<file path="config.mk">
export PLATFORM = sky130hd
export DESIGN_NAME = snd_out_top
export DESIGN_NICKNAME = d
export VERILOG_FILES = /design/src/logic/snd_pkg.sv /design/src/logic/snd_ctrl.sv /design/src/logic/snd_out_top.sv /design/src/logic/snd_pcm_cond.sv /design/src/logic/snd_sd_dac.sv
export SDC_FILE = /design/constraint.sdc
export NUM_CORES = 1
export LEC_CHECK = 0
export ABC_AREA = 1
export BUFFER_PORTS_ARGS = -buffer_cell sky130_fd_sc_hd__buf_2
export CORE_MARGIN = 1.5
export CORE_UTILIZATION = 45
export CTS_CLUSTER_DIAMETER = 100
export DETAILED_ROUTE_END_ITERATION = 7
export GPL_TIMING_DRIVEN = 0
export PLACE_DENSITY = 0.71
export REMOVE_ABC_BUFFERS = 1
export SYNTH_ARGS = -nofsm -noshare
export SYNTH_HDL_FRONTEND = slang
export SYNTH_SLANG_ARGS = --single-unit
</file>
<file path="constraint.sdc">
create_clock -name clk_dac -period 5.8 [get_ports clk_dac]
set_input_delay 0.58 -clock clk_dac [delete_from_list [all_inputs] [get_ports clk_dac]]
set_output_delay 0.58 -clock clk_dac [all_outputs]
set_load 0.01 [all_outputs]
</file>
<file path="src/logic/snd_pkg.sv">
// ~~~~~~~~~~~~~~~~~~~~~~~~~~~~~~~~~~~~~~~~~~~~~~~~~~~~~~~~~~~
// Shared definitions of the audio output block
// Register map, control bit positions and reset values
// Wishbone response state
// ~~~~~~~~~~~~~~~~~~~~~~~~~~~~~~~~~~~~~~~~~~~~~~~~~~~~~~~~~~~
`default_nettype none

package snd_pkg;

    // Input PCM sample width from the game core
    localparam int SND_PCM_W = 16;

    // Byte addresses on the Wishbone bus
    localparam logic [3:0] SND_ADDR_CTRL = 4'h0;
    localparam logic [3:0] SND_ADDR_DIV  = 4'h4;

    // Control register bits
    localparam int SND_CTRL_EN     = 0;
    localparam int SND_CTRL_SIGNED = 1;
    localparam int SND_CTRL_STEREO = 2;
    localparam int SND_CTRL_MUTE   = 3;

    // Implemented register widths
    localparam int SND_CTRL_W = 4;
    localparam int SND_DIV_W  = 16;

    // Values after reset, enabled stereo and a divide by four
    localparam logic [31:0] SND_CTRL_RST = (32'd1 << SND_CTRL_EN)
                                         | (32'd1 << SND_CTRL_STEREO);
    localparam logic [31:0] SND_DIV_RST  = 32'd4;

    // Bus response state
    typedef enum logic {
        IDLE,
        ACK
    } snd_wb_state_e;

endpackage

`default_nettype wire

</file>
<file path="src/logic/snd_ctrl.sv">
// ~~~~~~~~~~~~~~~~~~~~~~~~~~~~~~~~~~~~~~~~~~~~~~~~~~~~~~~~~~~
// Control module of the audio output block
// Wishbone classic register file with one-cycle ack
// Clock-enable generator driven by the divider register
// ~~~~~~~~~~~~~~~~~~~~~~~~~~~~~~~~~~~~~~~~~~~~~~~~~~~~~~~~~~~
`default_nettype none

module snd_ctrl (
    input  wire logic        clk_dac,
    input  wire logic        rst,
    input  wire logic        wb_cyc_i,
    input  wire logic        wb_stb_i,
    input  wire logic        wb_we_i,
    input  wire logic [3:0]  wb_adr_i,
    input  wire logic [31:0] wb_dat_i,
    output logic      [31:0] wb_dat_o,
    output logic             wb_ack_o,
    output logic             cen_o,
    output logic             pcm_signed_o,
    output logic             stereo_o,
    output logic             mute_o
);
    import snd_pkg::*;

    snd_wb_state_e         state_q;
    logic [SND_CTRL_W-1:0] ctrl_q;
    logic [SND_DIV_W-1:0]  div_q;
    logic [SND_DIV_W-1:0]  div_eff;
    logic [SND_DIV_W-1:0]  cnt_q;
    logic [31:0]           rd_data;
    logic                  bus_req;
    logic                  ctrl_wr;
    logic                  div_wr;

    // New request only seen from IDLE, so a held stb is not acked twice
    assign bus_req = wb_cyc_i && wb_stb_i && (state_q == IDLE);
    assign ctrl_wr = bus_req && wb_we_i && (wb_adr_i == SND_ADDR_CTRL);
    assign div_wr  = bus_req && wb_we_i && (wb_adr_i == SND_ADDR_DIV);

    assign wb_ack_o = (state_q == ACK);

    always_comb begin
        rd_data = '0;
        case (wb_adr_i)
            SND_ADDR_CTRL: rd_data[SND_CTRL_W-1:0] = ctrl_q;
            SND_ADDR_DIV:  rd_data[SND_DIV_W-1:0]  = div_q;
            default:       rd_data = '0;
        endcase
    end

    always_ff @(posedge clk_dac or posedge rst) begin
        if (rst) begin
            state_q <= IDLE;
            ctrl_q  <= SND_CTRL_RST[SND_CTRL_W-1:0];
            div_q   <= SND_DIV_RST[SND_DIV_W-1:0];
        end else begin
            case (state_q)
                IDLE: begin
                    if (bus_req) begin
                        state_q <= ACK;
                    end
                end
                default: begin
                    state_q <= IDLE;
                end
            endcase
            if (ctrl_wr) begin
                ctrl_q <= wb_dat_i[SND_CTRL_W-1:0];
            end
            if (div_wr) begin
                div_q <= wb_dat_i[SND_DIV_W-1:0];
            end
        end
    end

    // Read data captured together with the ack
    always_ff @(posedge clk_dac) begin
        if (bus_req) begin
            wb_dat_o <= rd_data;
        end
    end

    // A divider of zero behaves as one
    assign div_eff = (div_q == '0) ? SND_DIV_W'(1) : div_q;

    always_ff @(posedge clk_dac or posedge rst) begin
        if (rst) begin
            cnt_q <= '0;
        end else if (div_wr || cnt_q >= div_eff - 1'b1) begin
            cnt_q <= '0;
        end else begin
            cnt_q <= cnt_q + 1'b1;
        end
    end

    assign cen_o        = ctrl_q[SND_CTRL_EN] && (cnt_q == div_eff - 1'b1);
    assign pcm_signed_o = ctrl_q[SND_CTRL_SIGNED];
    assign stereo_o     = ctrl_q[SND_CTRL_STEREO];
    assign mute_o       = ctrl_q[SND_CTRL_MUTE];

    // Ack is a single-cycle pulse even with stb held
    a_ack_single: assert property (@(posedge clk_dac) disable iff (rst)
        wb_ack_o |=> !wb_ack_o);

endmodule

`default_nettype wire

</file>
<file path="src/logic/snd_out_top.sv">
// ~~~~~~~~~~~~~~~~~~~~~~~~~~~~~~~~~~~~~~~~~~~~~~~~~~~~~~~~~~~
// Audio output block top level
// Control module, sample conditioner, left and right DACs
// ~~~~~~~~~~~~~~~~~~~~~~~~~~~~~~~~~~~~~~~~~~~~~~~~~~~~~~~~~~~
`default_nettype none

module snd_out_top #(
    parameter int DAC_W = 12
) (
    input  wire logic                          clk_dac,
    input  wire logic                          rst,
    input  wire logic                          wb_cyc_i,
    input  wire logic                          wb_stb_i,
    input  wire logic                          wb_we_i,
    input  wire logic [3:0]                    wb_adr_i,
    input  wire logic [31:0]                   wb_dat_i,
    output logic      [31:0]                   wb_dat_o,
    output logic                               wb_ack_o,
    input  wire logic [snd_pkg::SND_PCM_W-1:0] snd_left_i,
    input  wire logic [snd_pkg::SND_PCM_W-1:0] snd_right_i,
    output logic                               snd_pdm_left_o,
    output logic                               snd_pdm_right_o
);
    logic             cen;
    logic             pcm_signed;
    logic             stereo;
    logic             mute;
    logic [DAC_W-1:0] pcm_left;
    logic [DAC_W-1:0] pcm_right;

    snd_ctrl u_ctrl (
        .clk_dac      ( clk_dac    ),
        .rst          ( rst        ),
        .wb_cyc_i     ( wb_cyc_i   ),
        .wb_stb_i     ( wb_stb_i   ),
        .wb_we_i      ( wb_we_i    ),
        .wb_adr_i     ( wb_adr_i   ),
        .wb_dat_i     ( wb_dat_i   ),
        .wb_dat_o     ( wb_dat_o   ),
        .wb_ack_o     ( wb_ack_o   ),
        .cen_o        ( cen        ),
        .pcm_signed_o ( pcm_signed ),
        .stereo_o     ( stereo     ),
        .mute_o       ( mute       )
    );

    snd_pcm_cond #(.DAC_W(DAC_W)) u_pcm_cond (
        .clk_dac      ( clk_dac     ),
        .rst          ( rst         ),
        .cen_i        ( cen         ),
        .pcm_signed_i ( pcm_signed  ),
        .stereo_i     ( stereo      ),
        .mute_i       ( mute        ),
        .snd_left_i   ( snd_left_i  ),
        .snd_right_i  ( snd_right_i ),
        .pcm_left_o   ( pcm_left    ),
        .pcm_right_o  ( pcm_right   )
    );

    snd_sd_dac #(.DAC_W(DAC_W)) u_dac_left (
        .clk_dac ( clk_dac        ),
        .rst     ( rst            ),
        .cen_i   ( cen            ),
        .pcm_i   ( pcm_left       ),
        .pdm_o   ( snd_pdm_left_o )
    );

    snd_sd_dac #(.DAC_W(DAC_W)) u_dac_right (
        .clk_dac ( clk_dac         ),
        .rst     ( rst             ),
        .cen_i   ( cen             ),
        .pcm_i   ( pcm_right       ),
        .pdm_o   ( snd_pdm_right_o )
    );

endmodule

`default_nettype wire

</file>
<file path="src/logic/snd_pcm_cond.sv">
// ~~~~~~~~~~~~~~~~~~~~~~~~~~~~~~~~~~~~~~~~~~~~~~~~~~~~~~~~~~~
// PCM sample conditioning ahead of the modulators
// Sign conversion, mono folding, mute and truncation
// ~~~~~~~~~~~~~~~~~~~~~~~~~~~~~~~~~~~~~~~~~~~~~~~~~~~~~~~~~~~
`default_nettype none

module snd_pcm_cond #(
    parameter int DAC_W = 12
) (
    input  wire logic                         clk_dac,
    input  wire logic                         rst,
    input  wire logic                         cen_i,
    input  wire logic                         pcm_signed_i,
    input  wire logic                         stereo_i,
    input  wire logic                         mute_i,
    input  wire logic [snd_pkg::SND_PCM_W-1:0] snd_left_i,
    input  wire logic [snd_pkg::SND_PCM_W-1:0] snd_right_i,
    output logic      [DAC_W-1:0]             pcm_left_o,
    output logic      [DAC_W-1:0]             pcm_right_o
);
    import snd_pkg::*;

    localparam int PCM_W = SND_PCM_W;

    // Midpoint code, one followed by zeros
    localparam logic [DAC_W-1:0] MID_CODE = {1'b1, {(DAC_W-1){1'b0}}};

    logic [PCM_W-1:0] left_ob;
    logic [PCM_W-1:0] right_ob;
    logic [PCM_W-1:0] right_sel;

    // Two's complement to offset binary by flipping the MSB
    assign left_ob  = {snd_left_i[PCM_W-1] ^ pcm_signed_i, snd_left_i[PCM_W-2:0]};
    assign right_ob = {snd_right_i[PCM_W-1] ^ pcm_signed_i, snd_right_i[PCM_W-2:0]};

    // Mono takes the left sample on both sides
    assign right_sel = stereo_i ? right_ob : left_ob;

    always_ff @(posedge clk_dac or posedge rst) begin
        if (rst) begin
            pcm_left_o  <= '0;
            pcm_right_o <= '0;
        end else if (cen_i) begin
            if (mute_i) begin
                pcm_left_o  <= MID_CODE;
                pcm_right_o <= MID_CODE;
            end else begin
                // Keep only the top DAC_W bits
                pcm_left_o  <= left_ob[PCM_W-1 -: DAC_W];
                pcm_right_o <= right_sel[PCM_W-1 -: DAC_W];
            end
        end
    end

endmodule

`default_nettype wire

</file>
<file path="src/logic/snd_sd_dac.sv">
// ~~~~~~~~~~~~~~~~~~~~~~~~~~~~~~~~~~~~~~~~~~~~~~~~~~~~~~~~~~~
// First-order sigma-delta modulator with 1-bit output
// One instance per audio channel
// ~~~~~~~~~~~~~~~~~~~~~~~~~~~~~~~~~~~~~~~~~~~~~~~~~~~~~~~~~~~
`default_nettype none

module snd_sd_dac #(
    parameter int DAC_W = 12
) (
    input  wire logic             clk_dac,
    input  wire logic             rst,
    input  wire logic             cen_i,
    input  wire logic [DAC_W-1:0] pcm_i,
    output logic                  pdm_o
);
    logic [DAC_W-1:0] acc_q;
    logic [DAC_W:0]   sum;

    // Error feedback: the residue stays in the accumulator,
    // the carry is the output pulse
    assign sum = {1'b0, acc_q} + {1'b0, pcm_i};

    always_ff @(posedge clk_dac or posedge rst) begin
        if (rst) begin
            acc_q <= '0;
            pdm_o <= 1'b0;
        end else if (cen_i) begin
            acc_q <= sum[DAC_W-1:0];
            pdm_o <= sum[DAC_W];
        end
    end

    // Output only moves on a clock enable
    a_pdm_hold: assert property (@(posedge clk_dac) disable iff (rst)
        !cen_i |=> $stable(pdm_o));

endmodule

`default_nettype wire

</file>
==> impl_metrics.env <==
export IMPL_grt_start_max_net_pins=70
export IMPL_regToRegSetupSlack_ns=1.24
export IMPL_tightestPinTransition_ns=1.06
export IMPL_port_buffers=67
export IMPL_tritoncts_num_buffers=9
export IMPL_cts_buffer_depth=2
export IMPL_cap_viol_max_count=0
export IMPL_wl_met2_mm=6.52
export IMPL_cp_required_ns=6.00
export IMPL_synth_seq_cells=103
export IMPL_antenna_cells=0
export IMPL_slew_headroom=0.296
export IMPL_outcome="finished clean"
export IMPL_hold_viol_final=0
export IMPL_avgSynthCellArea_um2=7.56
export IMPL_synth_top_family_by_area="simple AND/OR/NAND/NOR gates"
export IMPL_num_rows=43
export IMPL_core_um2=13900
export IMPL_setup_viol=0
export IMPL_layout_area_seq_um2=2660
export IMPL_mappedNetlistArea_um2=6390
export IMPL_post_cts_resized=0
export IMPL_cts_sinks=103
export IMPL_drive_gt1_frac=0.107
export IMPL_crit_fanout=69
export IMPL_dp_hpwl_mm=10.0
export IMPL_htree_levels=3
export IMPL_period_minus_slack_ns=4.56
export IMPL_post_route_drc_count=0
export IMPL_antenna_left=0
export IMPL_grt_pass1_wl_mm=23.1
export IMPL_cts_reportedPaths_clkPinSlew_ns=0.08
export IMPL_hold_buffers=0
export IMPL_fill_cells=1361
export IMPL_min_period_over_period=0.786
export IMPL_drv_slew=0
export IMPL_setup_tns_ns=0
export IMPL_vias=5313
export IMPL_synth_cell_type_count=33
export IMPL_initial_utilization=0.460
export IMPL_synth_fa_ha_area_frac=0.0886
export IMPL_die_y_um=122
export IMPL_via_per_inst=4.88
export IMPL_dr_wl_met3_um=583
export IMPL_synth_ff_type="dfrtp_1"
export IMPL_wl_per_cell_um=12.4
export IMPL_antenna_found_initial=0
export IMPL_reg2reg_depth=20
export IMPL_p_per_area_nw_per_um2=244
export IMPL_first_pass_iters=4
export IMPL_area_growth_pct=11.5
export IMPL_fin_area_um2=7120
export IMPL_cts_setup_buffers=0
export IMPL_synth_edff_count=16
export IMPL_yosys_warnings=0
export IMPL_die_x_um=122
export IMPL_final_cells=1088
export IMPL_die_area_um2=14900
export IMPL_wirelength_met1_mm=6.32
export IMPL_grt_pass1_vias=5044
export IMPL_muxShareOfSynthArea=0
export IMPL_top_layer_used="met4"
export IMPL_place_congestion=0.908
export IMPL_synthArstFlopShare=0.845
export IMPL_end_kind="flop"
export IMPL_place_area_um2=6810
export IMPL_final_nets=1020
export IMPL_worstPathArrival_ns=4.76
export IMPL_yosys_area_share_simple=0.290
export IMPL_totalWireLength_mm=13.5
export IMPL_fmax_mhz=219
export IMPL_crit_path_start_kind="flop"
export IMPL_rsz0062_at_grt="no"
export IMPL_clk_latency_ns=0.36
export IMPL_track_usage=0.196
export IMPL_seq_area_frac_synth=0.417
export IMPL_p_leak_nw=3.70
export IMPL_drtIter0Drc=355
export IMPL_post_route_util=0.513
export IMPL_synthXorXnorAreaFrac=0.0480
export IMPL_peakVddDrop_mv=0.154
export IMPL_multiInputGateArea_um2=3210
export IMPL_syn_inst=845
export IMPL_worst_clock_skew_ns=0.00873
export IMPL_hold_path_class="in2async"
export IMPL_critPathKind="reg2reg"
export IMPL_cts_tree="built"
export IMPL_grt_overflow_total=0
export IMPL_placed_cells=1072
export IMPL_ioPinCount=108
export IMPL_cts_root_buffer="clkbuf_16"
export IMPL_synth_compound_area_share=0.0666
## through the flow
stage | hold WS [ns] | setup WS [ns] | power (mW)
after floorplan | 0.432 | 2.26 | 1.04
after global placement | 0.453 | 1.29 | 1.12
after detailed placement | 0.457 | 1.22 | 1.13
after CTS | 0.278 | 1.21 | 1.75
after global routing | 0.294 | 0.750 | 1.85
final | 0.260 | 1.24 | 1.73
## metal layers
metal / track usage / vias to the layer above
met5: 0 / -
met4: 0.0494 / 0
met3: 0.0463 / 6
met2: 0.336 / 108
met1: 0.250 / 2413
li1: - / 2786
## worst paths after layout
check / from / to
min in group clk_dac: wb_dat_i[14] / u_ctrl.div_q[14]$_DFFE_PP0P_
setup / recovery: u_ctrl.div_q[2]$_DFFE_PP1P_ / u_dac_left.acc_q[2]$_DFFE_PP0P_
max in group asynchronous: rst / u_ctrl.ctrl_q[0]$_DFFE_PP1P_
setup reg to reg: u_ctrl.div_q[2]$_DFFE_PP1P_ / u_dac_left.acc_q[2]$_DFFE_PP0P_
hold reg to reg: u_ctrl.cnt_q[0]$_DFF_PP0_ / u_ctrl.cnt_q[0]$_DFF_PP0_
hold / removal: rst / u_dac_right.acc_q[1]$_DFFE_PP0P_
## kinds of logic (layout without fill, tap and decap cells)
| logic type | Yosys count | count (layout) |
|---|---|---|
| AOI/OAI and AO/OA | 83 | 83 |
| xor gates and xnor gates | 35 | 35 |
| and+or+nand+nor | 450 | 450 |
| buffers and inverters | 129 | 177 |
| other | 1 | 16 |
| DFF | 103 | 103 |
| adders and majority gates | 44 | 44 |
## state kept, by name, summed over array words and instances, names as in the netlist, 4 cells and up
| register | count |
|---|---|
| u_ctrl.ctrl_q | 4 |
| u_dac_right.acc_q | 12 |
| u_ctrl.wb_dat_o | 16 |
| u_pcm_cond.pcm_left_o | 12 |
| u_pcm_cond.pcm_right_o | 12 |
| u_dac_left.acc_q | 12 |
| u_ctrl.cnt_q | 16 |
| u_ctrl.div_q | 16 |
## cell usage in the layout, fill, tap and decap left out, types with 9 or more instances in the layout
master	count
dfrtp_1	84
clkbuf_16	9
nand4_1	14
conb_1	16
buf_2	67
a21oi_1	30
o21ai_0	34
nor2_1	94
nand3_1	58
ha_1	42
inv_1	91
xor2_1	27
edfxtp_1	16
nand2_1	265
o21ai_1	14
## layout make-up
class / count / share of cell area
multi-input cells: 628 / 0.451
flip-flops and latches: 103 / 0.374
repair buffers: 68 / 0.0510
inverters: 93 / 0.0494
clock buffers: 9 / 0.0316
well taps: 180 / 0.0316
clock inverters: 7 / 0.0118
## cells in the mapped netlist, types with 3 or more instances
cell | number | area (µm²)
dfrtp_1 | 84 | 2100
dfstp_2 | 3 | 78.8
ha_1 | 42 | 526
buf_4 | 17 | 128
clkbuf_1 | 7 | 26.3
nand3b_1 | 3 | 22.5
nand3_1 | 58 | 290
o21ai_1 | 14 | 70.1
nor2_1 | 94 | 353
inv_1 | 92 | 345
xor2_1 | 27 | 236
a21oi_1 | 30 | 150
xnor2_1 | 8 | 70.1
buf_2 | 7 | 35.0
nor3_1 | 7 | 35.0
edfxtp_1 | 16 | 480
nand4_1 | 14 | 87.6
nand2_1 | 265 | 995
o21ai_0 | 34 | 170
buf_1 | 3 | 11.3
## worst max-delay path, stage by stage, from the launching register on
cell	delay [ns]
dfstp_2	0.57
nor2_1	0.08
nand2_1	0.06
nor2_1	0.04
nand2_1	0.10
nand2_1	0.08
inv_1	0.09
ha_1	0.21
nand2_1	0.10
nor2_1	0.27
nand4_1	0.15
xor2_1	0.17
inv_1	0.06
ha_1	0.29
nand4_1	0.14
nor2_1	0.17
nand3_1	0.19
nor2_4	0.67
inv_2	0.63
nand2_1	0.19
o21ai_0	0.10
## report_power, final
part	leakage [nW]	internal (mW)	total, mW	switching, mW
combinational	2.40	0.110	0.273	0.163
sequential	1.15	0.782	0.839	0.0576
clock	0.151	0.310	0.621	0.311
total	3.70	1.20	1.73	0.532
No activity file was read; power rests on OpenSTA's default activity.
